===== src/verilog/wb_bus_pkg.sv =====
// Wishbone B4 field widths, cycle type encoding
// and the byte-lane merge shared by the bus slaves
`default_nettype none

package wb_bus_pkg;

  // ==================================================
  // Bus widths
  // ==================================================
  localparam int WB_AW = 32;
  localparam int WB_DW = 32;
  // One select line per byte lane
  localparam int WB_SW = WB_DW / 8;

  // Cycle type identifier, B4 encoding
  typedef enum logic [2:0] {
    WB_CTI_CLASSIC = 3'b000,
    WB_CTI_CONST   = 3'b001,
    WB_CTI_INCR    = 3'b010,
    WB_CTI_EOB     = 3'b111
  } wb_cti_e;

  // Replace only the byte lanes flagged in sel
  function automatic logic [WB_DW-1:0] wb_merge_bytes(input logic [WB_DW-1:0] old_w,
                                                      input logic [WB_DW-1:0] new_w,
                                                      input logic [WB_SW-1:0] sel);
    logic [WB_DW-1:0] res;
    res = old_w;
    for (int b = 0; b < WB_SW; b++) begin
      if (sel[b]) begin
        res[8*b +: 8] = new_w[8*b +: 8];
      end
    end
    return res;
  endfunction

endpackage

`default_nettype wire


===== src/verilog/soc_map_pkg.sv =====
// SoC address map: slave indices, region codes
// and timer register offsets
`default_nettype none

package soc_map_pkg;

  // ==================================================
  // Slaves behind the interconnect
  // ==================================================
  localparam int NUM_SLAVES = 3;

  typedef enum logic [1:0] {
    SLV_RAM   = 2'd0,
    SLV_CLINT = 2'd1,
    SLV_PBUS  = 2'd2
  } slave_idx_e;

  // Region codes, address bits 31..28
  localparam logic [3:0] REGION_RAM   = 4'h8;
  localparam logic [3:0] REGION_CLINT = 4'h3;
  localparam logic [3:0] REGION_PBUS  = 4'h2;

  // ==================================================
  // Timer block byte offsets
  // ==================================================
  localparam logic [3:0] TMR_MTIME_LO = 4'h0;
  localparam logic [3:0] TMR_MTIME_HI = 4'h4;
  localparam logic [3:0] TMR_CMP_LO   = 4'h8;
  localparam logic [3:0] TMR_CMP_HI   = 4'hC;

endpackage

`default_nettype wire


===== src/verilog/wb_timer_slave.sv =====
// Core-local timer slave: 64-bit mtime and mtimecmp
// Registered timer interrupt, one stall cycle per strobe
`timescale 1ns/10ps
`default_nettype none

module wb_timer_slave
  import wb_bus_pkg::*;
  import soc_map_pkg::*;
(
  input  wire logic             clk_i,
  input  wire logic             rst_ni,
  input  wire logic             cyc_i,
  input  wire logic             stb_i,
  input  wire logic             we_i,
  input  wire logic [WB_AW-1:0] adr_i,
  input  wire logic [WB_DW-1:0] dat_i,
  input  wire logic [WB_SW-1:0] sel_i,
  output logic      [WB_DW-1:0] dat_o,
  output logic                  ack_o,
  output logic                  err_o,
  output logic                  stall_o,
  output logic                  timer_irq_o
);

  typedef enum logic {
    TMR_IDLE,
    TMR_WAIT
  } tmr_state_e;

  tmr_state_e state_q;
  logic [63:0] mtime_q;
  logic [63:0] mtimecmp_q;
  logic [3:0]  off;
  logic        off_valid;
  logic        accept;

  // ==================================================
  // Bus handshake
  // ==================================================
  assign off       = adr_i[3:0];
  // Only word offsets 0x0..0xC inside the region
  assign off_valid = (adr_i[27:4] == '0) && (adr_i[1:0] == 2'b00);
  // First cycle of a strobe always stalls
  assign stall_o   = (state_q == TMR_IDLE) && cyc_i && stb_i;
  assign accept    = (state_q == TMR_WAIT) && cyc_i && stb_i;

  always_ff @(posedge clk_i or negedge rst_ni) begin
    if (!rst_ni) begin
      state_q <= TMR_IDLE;
      ack_o   <= 1'b0;
      err_o   <= 1'b0;
    end else begin
      case (state_q)
        TMR_IDLE: if (cyc_i && stb_i) state_q <= TMR_WAIT;
        default:  state_q <= TMR_IDLE;
      endcase
      ack_o <= accept && off_valid;
      err_o <= accept && !off_valid;
    end
  end

  // Read data for the accepted offset
  always_ff @(posedge clk_i) begin
    if (accept) begin
      case (off)
        TMR_MTIME_LO: dat_o <= mtime_q[31:0];
        TMR_MTIME_HI: dat_o <= mtime_q[63:32];
        TMR_CMP_LO:   dat_o <= mtimecmp_q[31:0];
        TMR_CMP_HI:   dat_o <= mtimecmp_q[63:32];
        default:      dat_o <= '0;
      endcase
    end
  end

  // ==================================================
  // Counter, compare and interrupt
  // ==================================================
  always_ff @(posedge clk_i or negedge rst_ni) begin
    if (!rst_ni) begin
      mtime_q     <= '0;
      mtimecmp_q  <= '1;
      timer_irq_o <= 1'b0;
    end else begin
      mtime_q     <= mtime_q + 64'd1;
      timer_irq_o <= (mtime_q >= mtimecmp_q);
      // A write to a half overrides the increment for that half
      if (accept && we_i && off_valid) begin
        case (off)
          TMR_MTIME_LO: mtime_q[31:0]     <= wb_merge_bytes(mtime_q[31:0], dat_i, sel_i);
          TMR_MTIME_HI: mtime_q[63:32]    <= wb_merge_bytes(mtime_q[63:32], dat_i, sel_i);
          TMR_CMP_LO:   mtimecmp_q[31:0]  <= wb_merge_bytes(mtimecmp_q[31:0], dat_i, sel_i);
          TMR_CMP_HI:   mtimecmp_q[63:32] <= wb_merge_bytes(mtimecmp_q[63:32], dat_i, sel_i);
          default:      mtimecmp_q        <= mtimecmp_q;
        endcase
      end
    end
  end

  // Request fields stay put while the strobe is stalled
  a_stall_hold: assert property (@(posedge clk_i) disable iff (!rst_ni)
    stall_o |=> (!(cyc_i && stb_i) ||
                 ($stable(adr_i) && $stable(we_i) && $stable(dat_i) && $stable(sel_i))));

endmodule

`default_nettype wire


===== config.mk =====
export PLATFORM = sky130hd
export DESIGN_NAME = wb_timer_slave
export DESIGN_NICKNAME = d
export VERILOG_FILES = /design/src/verilog/wb_bus_pkg.sv /design/src/verilog/soc_map_pkg.sv /design/src/verilog/wb_timer_slave.sv
export SDC_FILE = /design/constraint.sdc
export NUM_CORES = 1
export LEC_CHECK = 0
export ABC_AREA = 1
export CORE_ASPECT_RATIO = 1.1
export CORE_MARGIN = 4
export CORE_UTILIZATION = 50
export DETAILED_ROUTE_END_ITERATION = 7
export DONT_BUFFER_PORTS = 1
export SLEW_MARGIN = 20
export SYNTH_ARGS = -nofsm -noshare
export SYNTH_HDL_FRONTEND = slang
export SYNTH_SLANG_ARGS = --single-unit

===== constraint.sdc =====
create_clock -name clk_i -period 3.1 [get_ports clk_i]
set_input_delay 0.155 -clock clk_i [delete_from_list [all_inputs] [get_ports clk_i]]
set_output_delay 0.155 -clock clk_i [all_outputs]
set_load 0.02 [all_outputs]

==> metrics.yaml <==
outcome: "finished clean"
wire_length_of_the_first_global_routing_pass_mm: 61.3
holdCritPathClass: "in -> reg"
grt_start_max_net_pins: 133
ys_seq_elements: 164
yosys-top-cells-area: "nand2_1 (22%), dfrtp_1 (15%), dfstp_2 (15%), edfxtp_1 (8.3%), ha_1 (7.0%)"
detailed_place.area_um2: 11800
synth-seq-area-share_pct: 37.7
vdd.ir_drop.worst_mv: 0.310
worst_path_clk_slew_ns: 0.07
insertedDiodeCount: 0
worst_slew_pin_slew_ns: 0.884
grt_pass1_vias: 10800
post-route-worst-setup-slack_ns: 0.437
fin_crit_sh_pct: 85.9
finalInstanceArea_um2: 13000
worst_path_required_time_ns: 3.49
synth_top_area_share_pct: 21.9
iteration_0_drc_count_of_the_detailed_router: 920
syn2layout_area_growth_pct: 12.4
wire_per_inst_um: 19.5
final.min_clock_period_ns: 2.66
worstSetupEndpointType: "flip-flop"
cp.arrival_ns: 3.05
detailed_route_vias_per_instance: 5.47
critPathLaunchType: "flip-flop"
global_route.overflow_total: 0
remaining_drc_errors: 0
most-common-layout-cells: "nand2_1 (672), inv_1 (212), nor2_1 (170)"
syn-num-nets: 1805
p_leak_nw: 5.97
io_buffer_count: 0
gp_congestion: 0.988
core_region_area_um2: 22800
power.density_cell_area_nw_per_um2: 350
clock-sinks: 164
library_cell_used_as_clock_root_buffer: "clkbuf_16"
ctsResizeCount: 0
post_synth_instance_area_um2: 11500
critical_path.max_fanout: 23
critical-path-max-stage-delay_ns: 0.56
vertical_extent_of_the_die_um: 167
worst_clock_skew_on_the_final_layout_ns: 0.0154
utilization_of_the_core_after_routing_pct: 56.9
htree_num_levels: 4
crit_buf_inv: 4
hpwlAfterDp_mm: 29.5
fmax_ghz: 0.376
nNetsFinal: 1855
final.setup.tns_ns: 0
post-synth-top-area-cell: "nand2_1"
drt_pre_antenna_iters: 5
dp_slack_ns: 0.481
cts_buffer_depth: 2
unrepaired_setup_endpoints_after_global_routing: "no"
yosys.cell_types.count: 41
clock_insertion_delay_worst_skew_ns: 0.45
slew_headroom_pct: 41.0
rows: 58
final_number_of_hold_violating_endpoints: 0
setup_viol: 0
final_antenna_net_count: 0
setup.worst_path.class: "reg -> reg"
floorplan.initialDensity_pct: 50.6
cts_tree: "yes"
critical_path_cell_list: "nand2_1 > nor2_4 > buf_4 > nand4_2 > nor2_4 > buf_12 > buf_4 > nand3_4 > o21ai_1 > dlygate4sd3_1"
synth_warnings: 0
vias: 11100
report.final.slew_viol_count: 0
drive_above_1_share_pct: 9.13
fp.dieW_um: 153
layout.cells.most_common: "nand2_1"
numCtsBuffers: 17
cpMaxStageDelayCell: "dlygate4sd3_1"
postRouteWirelength_mm: 39.6
critPathTopFamily: "buffers and inverters"
gr-usage-all-layers_pct: 31.1
number_of_primary_i_o_pins: 109
post_synth_inst_count: 1667
dieArea_um2: 25600
synthesis.area_per_instance_um2: 6.92
antenna_found_initial: 0
max_cap_viol_count: 0
==> synth_stat cells, drive strengths merged <==
library cell  instances
xnor2                 7
inv                 219
o22ai                17
nand3                83
o211ai                1
nand2               674
xor2                 24
and3                  1
edfxtp               32
nor2                182
clkbuf               18
ha                   65
clkinv                1
dfrtp                68
nor3                 10
a21oi                29
o2111ai              15
o221ai               17
o21a                  1
buf                  20
o21ai                96
nand4                21
nand3b                1
dfstp                64
a21o                  1
==> state kept, by name (all words and copies together), names as in the netlist <==
register     flops
state_q          1
mtimecmp_q      64
err_o            1
ack_o            1
timer_irq_o      1
mtime_q         64
dat_o           32
==> metal layers <==
metal	part of all wire (%)	global-route usage (%)
met1	43	41.7
met2	47	51.6
met3	6.9	4.86
met4	3.3	10.8
met5	0	0
==> area by class of cell <==
class / count / area [um2]
Clock buffer: 19 / 443
Clock inverter: 13 / 118
Fill cell: 2293 / 9820
Inverter: 220 / 826
Multi-Input combinational cell: 1245 / 6180
Sequential cell: 164 / 4340
Tap cell: 300 / 375
Timing Repair Buffer: 69 / 678
==> report_power, final <==
| group | leakage [nW] | internal [mW] | switching [mW] | total, mW |
|---|---|---|---|---|
| Clock | 0.279 | 1.08 | 1.02 | 2.10 |
| Combinational | 4.04 | 0.0671 | 0.152 | 0.219 |
| Sequential | 1.65 | 2.21 | 0.00863 | 2.22 |
| Total | 5.97 | 3.35 | 1.18 | 4.53 |
==> worst register-to-register path, cell delays in order (launching register included) <==
cell and delay, ns:
dfrtp_1 0.37, nand2_1 0.09, nor2_4 0.09, buf_4 0.34, nand4_2 0.24, nor2_4 0.16
buf_12 0.15, buf_4 0.18, nand3_4 0.20, o21ai_1 0.21, dlygate4sd3_1 0.56
==> through the flow <==
stage,hold slack [ns],std cells,power [mW]
detailed placement,-0.136,1943,2.37
finish,0.0140,2030,4.53
global placement,-0.137,1943,2.37
CTS,-0.608,2025,4.52
floorplan,-0.141,1667,2.34
global route,0.0184,2030,4.68
==> timing repair <==
| action | in CTS | in global routing |
|---|---|---|
| buffers inserted | 0 | 3 |
| hold buffers | 50 | 2 |
| endpoints found under the hold margin | 261 | 132 |
| setup endpoints to repair | 0 | 2 |
==> worst paths after layout <==
check                         start        endpoint  slack [ns]  cells past startpoint
min reg2reg                 state_q         state_q        0.46                      1
max                         state_q  mtimecmp_q[39]        0.44                     10
min                        sel_i[1]     mtime_q[10]        0.01                      4
max in group asynchronous    rst_ni     mtime_q[48]        2.19                      2
max reg2reg                 state_q  mtimecmp_q[39]        0.44                     10
min in group asynchronous    rst_ni           err_o        0.35                      2
==> kinds of logic after synthesis <==
kind of cell,synth area share [%]
flops,37.7
fa+ha+maj,7.05
xor+xnor,2.35
buf+inv,8.87
compound gates,9.23
simple gates,34.8
No activity file was read; power rests on OpenSTA's default activity.
