[config.mk]
export PLATFORM = sky130hd
export DESIGN_NAME = wb_interconnect
export DESIGN_NICKNAME = d
export VERILOG_FILES = /design/src/verilog/wb_bus_pkg.sv /design/src/verilog/soc_map_pkg.sv /design/src/verilog/wb_interconnect.sv
export SDC_FILE = /design/constraint.sdc
export NUM_CORES = 1
export LEC_CHECK = 0
export BUFFER_PORTS_ARGS = -buffer_cell sky130_fd_sc_hd__buf_2
export CORE_AREA = 4 4 110 112
export CTS_CLUSTER_DIAMETER = 200
export DETAILED_ROUTE_END_ITERATION = 12
export DIE_AREA = 0 0 114 116
export PLACE_DENSITY = 0.54
export SLEW_MARGIN = 20
export SYNTH_ARGS = -nofsm -noshare
export SYNTH_HDL_FRONTEND = slang
export SYNTH_SLANG_ARGS = --single-unit
[constraint.sdc]
create_clock -name clk_i -period 2.2 [get_ports clk_i]
set_clock_uncertainty 0.1 [all_clocks]
set_input_delay 0.33 -clock clk_i [delete_from_list [all_inputs] [get_ports clk_i]]
set_output_delay 0.33 -clock clk_i [all_outputs]
set_load 0.02 [all_outputs]
[src/verilog/wb_bus_pkg.sv]
// Wishbone B4 field widths, cycle type encoding
// and the byte-lane merge shared by the bus slaves
`default_nettype none

package wb_bus_pkg;

  // ==================================================
  // Bus widths
  // ==================================================
  localparam int WB_AW = 32;
  localparam int WB_DW = 32;
  // One select line per byte lane
  localparam int WB_SW = WB_DW / 8;

  // Cycle type identifier, B4 encoding
  typedef enum logic [2:0] {
    WB_CTI_CLASSIC = 3'b000,
    WB_CTI_CONST   = 3'b001,
    WB_CTI_INCR    = 3'b010,
    WB_CTI_EOB     = 3'b111
  } wb_cti_e;

  // Replace only the byte lanes flagged in sel
  function automatic logic [WB_DW-1:0] wb_merge_bytes(input logic [WB_DW-1:0] old_w,
                                                      input logic [WB_DW-1:0] new_w,
                                                      input logic [WB_SW-1:0] sel);
    logic [WB_DW-1:0] res;
    res = old_w;
    for (int b = 0; b < WB_SW; b++) begin
      if (sel[b]) begin
        res[8*b +: 8] = new_w[8*b +: 8];
      end
    end
    return res;
  endfunction

endpackage

`default_nettype wire

[src/verilog/soc_map_pkg.sv]
// SoC address map: slave indices, region codes
// and timer register offsets
`default_nettype none

package soc_map_pkg;

  // ==================================================
  // Slaves behind the interconnect
  // ==================================================
  localparam int NUM_SLAVES = 3;

  typedef enum logic [1:0] {
    SLV_RAM   = 2'd0,
    SLV_CLINT = 2'd1,
    SLV_PBUS  = 2'd2
  } slave_idx_e;

  // Region codes, address bits 31..28
  localparam logic [3:0] REGION_RAM   = 4'h8;
  localparam logic [3:0] REGION_CLINT = 4'h3;
  localparam logic [3:0] REGION_PBUS  = 4'h2;

  // ==================================================
  // Timer block byte offsets
  // ==================================================
  localparam logic [3:0] TMR_MTIME_LO = 4'h0;
  localparam logic [3:0] TMR_MTIME_HI = 4'h4;
  localparam logic [3:0] TMR_CMP_LO   = 4'h8;
  localparam logic [3:0] TMR_CMP_HI   = 4'hC;

endpackage

`default_nettype wire

[src/verilog/wb_interconnect.sv]
// Wishbone B4 pipelined 1-to-3 interconnect
// Region decode, request tracking, fan-out and response mux
`timescale 1ns/10ps
`default_nettype none

module wb_interconnect
  import wb_bus_pkg::*;
  import soc_map_pkg::*;
(
  input  wire logic                             clk_i,
  input  wire logic                             rst_ni,
  // Master side
  input  wire logic                             m_cyc_i,
  input  wire logic                             m_stb_i,
  input  wire logic                             m_we_i,
  input  wire logic [WB_AW-1:0]                 m_adr_i,
  input  wire logic [WB_DW-1:0]                 m_dat_i,
  input  wire logic [WB_SW-1:0]                 m_sel_i,
  input  wire wb_cti_e                          m_cti_i,
  output logic      [WB_DW-1:0]                 m_dat_o,
  output logic                                  m_ack_o,
  output logic                                  m_err_o,
  output logic                                  m_stall_o,
  // Slave side
  output logic      [NUM_SLAVES-1:0]            s_cyc_o,
  output logic      [NUM_SLAVES-1:0]            s_stb_o,
  output logic      [WB_AW-1:0]                 s_adr_o,
  output logic      [WB_DW-1:0]                 s_dat_o,
  output logic      [WB_SW-1:0]                 s_sel_o,
  output logic                                  s_we_o,
  input  wire logic [NUM_SLAVES-1:0][WB_DW-1:0] s_dat_i,
  input  wire logic [NUM_SLAVES-1:0]            s_ack_i,
  input  wire logic [NUM_SLAVES-1:0]            s_err_i,
  input  wire logic [NUM_SLAVES-1:0]            s_stall_i
);

  // ==================================================
  // Address decode
  // ==================================================
  logic [NUM_SLAVES-1:0] dec_sel;
  slave_idx_e            dec_idx;
  logic                  addr_valid;

  always_comb begin
    dec_sel    = '0;
    dec_idx    = SLV_RAM;
    addr_valid = 1'b1;
    case (m_adr_i[31:28])
      REGION_RAM:   dec_idx = SLV_RAM;
      REGION_CLINT: dec_idx = SLV_CLINT;
      REGION_PBUS:  dec_idx = SLV_PBUS;
      default:      addr_valid = 1'b0;
    endcase
    // One-hot select only for mapped regions
    if (addr_valid) begin
      dec_sel[dec_idx] = 1'b1;
    end
  end

  // ==================================================
  // Request tracking
  // ==================================================
  slave_idx_e active_q;
  wb_cti_e    last_cti_q;
  logic       pending_q;
  logic       req;
  logic       accept;
  logic       resp;

  assign req    = m_cyc_i && m_stb_i;
  // Unmapped requests never reach a slave, so they are not tracked
  assign accept = req && addr_valid && !m_stall_o;
  // All slaves answer at most one cycle after acceptance
  assign resp   = pending_q && (s_ack_i[active_q] || s_err_i[active_q]);

  always_ff @(posedge clk_i or negedge rst_ni) begin
    if (!rst_ni) begin
      active_q   <= SLV_RAM;
      last_cti_q <= WB_CTI_CLASSIC;
      pending_q  <= 1'b0;
    end else if (accept) begin
      active_q   <= dec_idx;
      last_cti_q <= m_cti_i;
      pending_q  <= 1'b1;
    end else if (resp) begin
      // Burst finished once its last request is answered
      if (last_cti_q == WB_CTI_CLASSIC || last_cti_q == WB_CTI_EOB) begin
        pending_q <= 1'b0;
      end
    end
  end

  // ==================================================
  // Request fan-out
  // ==================================================
  assign s_adr_o = m_adr_i;
  assign s_dat_o = m_dat_i;
  assign s_sel_o = m_sel_i;
  assign s_we_o  = m_we_i;

  always_comb begin
    for (int i = 0; i < NUM_SLAVES; i++) begin
      s_stb_o[i] = req && dec_sel[i];
      // Hold cyc to the tracked slave until its response is back
      s_cyc_o[i] = m_cyc_i && (dec_sel[i] || (pending_q && active_q == slave_idx_e'(i)));
    end
  end

  // ==================================================
  // Response mux
  // ==================================================
  // Stall follows the strobed slave; unmapped requests wait out a pending response
  assign m_stall_o = req && (addr_valid ? s_stall_i[dec_idx] : pending_q);

  always_comb begin
    m_dat_o = s_dat_i[active_q];
    m_ack_o = pending_q && s_ack_i[active_q];
    m_err_o = pending_q && s_err_i[active_q];
    // Immediate error for an unmapped strobe
    if (req && !addr_valid && !pending_q) begin
      m_err_o = 1'b1;
    end
  end

  // ==================================================
  // Assertions
  // ==================================================
  // Slaves only answer while a request is tracked
  a_resp_tracked: assert property (@(posedge clk_i) disable iff (!rst_ni)
    (|(s_ack_i | s_err_i)) |-> pending_q);

  a_ack_err_excl: assert property (@(posedge clk_i) disable iff (!rst_ni)
    !(m_ack_o && m_err_o));

endmodule

`default_nettype wire

==> flow_summary.toml <==
[floorplanning]
die_area_sq_mm = 0.01322
initial_utilization = 0.1520
placementRows = 39
die_h_um = 116
ios = 291
core_sq_mm = 0.01122
fp.dieW_um = 114

[pwr]
clkPwrFrac = 0.311
pwr-share-comb = 0.511
irDropWorstVdd_uv = 356.6
power.internal_uw = 608.5
sw_frac_of_total = 0.3686
p_per_area_mw_per_mm2 = 429.6
leakagePower_nw = 1.050
power.switching_uw = 355.3
seqPwrFrac = 0.178

[setup_path]
crit_type = "reg -> out"
critPathLaunchType = "flip-flop"
arrival_ns = 1.60
critPathRequiredTime_ns = 1.77
cp-endpoint = "m_err_o"
startpoint = "active_q[1]$_DFFE_PN0P_"
r2r-end = "pending_q$_DFFE_PN0P_"
ff2ff_setup_slack_ns = 0.71
crit_fanout = 24
cp-end-kind = "output port"
ff2ff_path_depth = 5
rr_startpoint = "active_q[1]$_DFFE_PN0P_"

[outcome]
status = "completed"

[logic_synthesis]
ys_seq_area_frac = 0.08804
postSynthAreaPerCell_sq_um = 7.319
synthArstFlopShare = 1.000
syn_area_sq_mm = 0.001705
synth-seq-cells = 6
synthFlopType = "dfrtp_1"
synth.distinct_cells = 32
synthesis.nets = 414
yosysWarnings = 0
netlist_instances = 233
synth_edf_count = 0

[layout]
final_cell_area_sq_mm = 0.002243
final_nets = 501
drive_gt1_frac = 0.5643
area_growth_syn_to_layout_pct = 31.55
fillerInstances = 1299
diodes = 0
postLayoutCoreUtil = 0.1999

[detailed_routing]
vias_per_cell = 4.071
wl_per_cell_um = 14.52
num_vias = 1881
drtIter0Drc = 28
wl_mm = 6.708
drc = 0
drt-pass1-iter-count = 4
antenna_left = 0

[placement]
gp_congestion = 0.7112
placed_cell_area_sq_mm = 0.002155
hpwl_mm = 5.819
io_buffers = 160

[timing]
finalHoldViolations = 0
rsz0062_at_grt = "false"
drv_slew = 0
tns_ns = 0
slew_headroom = 0.7380
worst_slew_pin_slew_ns = 0.3930
fmax_ghz = 0.4933
period_minus_slack_ns = 2.027
setup_viol = 0
period_share = 0.9215

[clock_tree]
cts_max_level = 1
cts_buffer_depth = 2
cts_made_buffers = 3
clock-sinks = 6
cts_setup_buffers = 0
insertion_delay_ns = 0.23
path_clk_slew_ns = 0.04
root_buffer = "clkbuf_16"
cts_tree = "done"

[grt]
grt_max_degree = 41
grt-ovfl-total = 0
grt_pass1_vias = 1830
grt_pass1_wl_mm = 9.239
antenna_found_initial = 0
grt_usage = 0.08905

[job]
cap_violations = 0

[hold_path]
hold_path_class = "in -> reg"
worst max-delay path: stages, from the launching register on:
cell and delay [ns]:
dfrtp_2 0.36, buf_4 0.36, mux2i_1 0.22, o21ai_0 0.09, a21o_1 0.18, buf_2 0.15
per-layer routing:
layer	vias to the layer above	part of all wire	track usage	wire, um
li1	896	-	-	-
met1	816	0.33	0.09037	2245
met2	145	0.49	0.1577	3255
met3	24	0.16	0.04543	1069
met4	0	0.021	0.03167	139
met5	-	0	0	0
layout by cell type, fill, tap and decap left out, drive strengths merged, types with 3 or more instances in the layout:
cell type and n:
a22o 3, buf 164, clkbuf 4, dfrtp 6, mux2 3, mux2i 35
nand2 37, nand3 4, nor2b 3, o21ai 37
how the worst min path moves through the flow:
stage	startpoint	to	slack, ns	depth (start not counted)
after floorplan	rst_ni	active_q[0]$_DFFE_PN0P_	-0.07	0
after detailed placement	rst_ni	last_cti_q[0]$_DFFE_PN0P_	0.07	1
after CTS	m_cti_i[2]	last_cti_q[2]$_DFFE_PN0P_	0.25	2
after global routing	m_cti_i[2]	last_cti_q[2]$_DFFE_PN0P_	0.25	2
after global placement	rst_ni	last_cti_q[2]$_DFFE_PN0P_	0.06	1
final	m_cti_i[2]	last_cti_q[2]$_DFFE_PN0P_	0.24	2
cells by family after synthesis:
group,synth area share
and+or+nand+nor,0.1820
muxes,0.2318
buffers and inverters,0.3404
AOI/OAI and AO/OA,0.1577
DFF,0.08804
layout make-up:
| class | count | area, sq um | area share |
|---|---|---|---|
| inverter | 1 | 3.754 | 0.001673 |
| multi-input combinational | 143 | 977.2 | 0.4356 |
| tap | 143 | 178.9 | 0.07975 |
| timing repair buffer | 165 | 853.3 | 0.3804 |
| sequential | 6 | 151.4 | 0.06748 |
| clock buffer | 4 | 78.83 | 0.03514 |
power groups by stage:
stage	clock network (mW)	logic, mW	registers (mW)
global route	0.316	0.542	0.179
finish	0.300	0.493	0.171
floorplan	0	0.492	0.147
detailed placement	0	0.498	0.174
CTS	0.304	0.502	0.174
global placement	0	0.493	0.174
stage by stage:
step | instances | hold WS (ns) | setup slack [ns] | total power [mW]
2_1_floorplan | 233 | -0.06559 | 0.2589 | 0.6392
3_5_place_dp | 457 | 0.06697 | 0.2444 | 0.6726
6_report | 462 | 0.2441 | 0.1727 | 0.9638
5_1_grt | 462 | 0.2459 | 0.07326 | 1.037
4_1_cts | 462 | 0.2470 | 0.1425 | 0.9792
3_3_place_gp | 457 | 0.06406 | 0.2597 | 0.6671
Yosys cell counts (all sizes together), types with 2 or more instances:
master	n	share of area
a21oi	2	0.0059
buf	74	0.32
nand2	37	0.081
mux2i	35	0.21
nor4b	2	0.019
o21ai	37	0.11
mux2	3	0.026
nor2	2	0.0044
dfrtp	6	0.088
a21o	2	0.0088
clkbuf	9	0.020
nor3b	2	0.015
nand3	4	0.019
a22o	3	0.022
nor2b	3	0.011
registers in the layout, summed over array words and instances, names as in the netlist:
register    cells
last_cti_q      3
pending_q       1
active_q        2
repair_timing:
item | 4_1_cts | 5_1_grt
hold buffers | 1 | 0
setup endpoints to repair | 0 | 0
gates resized for setup | 0 | 0
endpoints found under the hold margin | 6 | 0
Power figures use the tool's default switching activity.
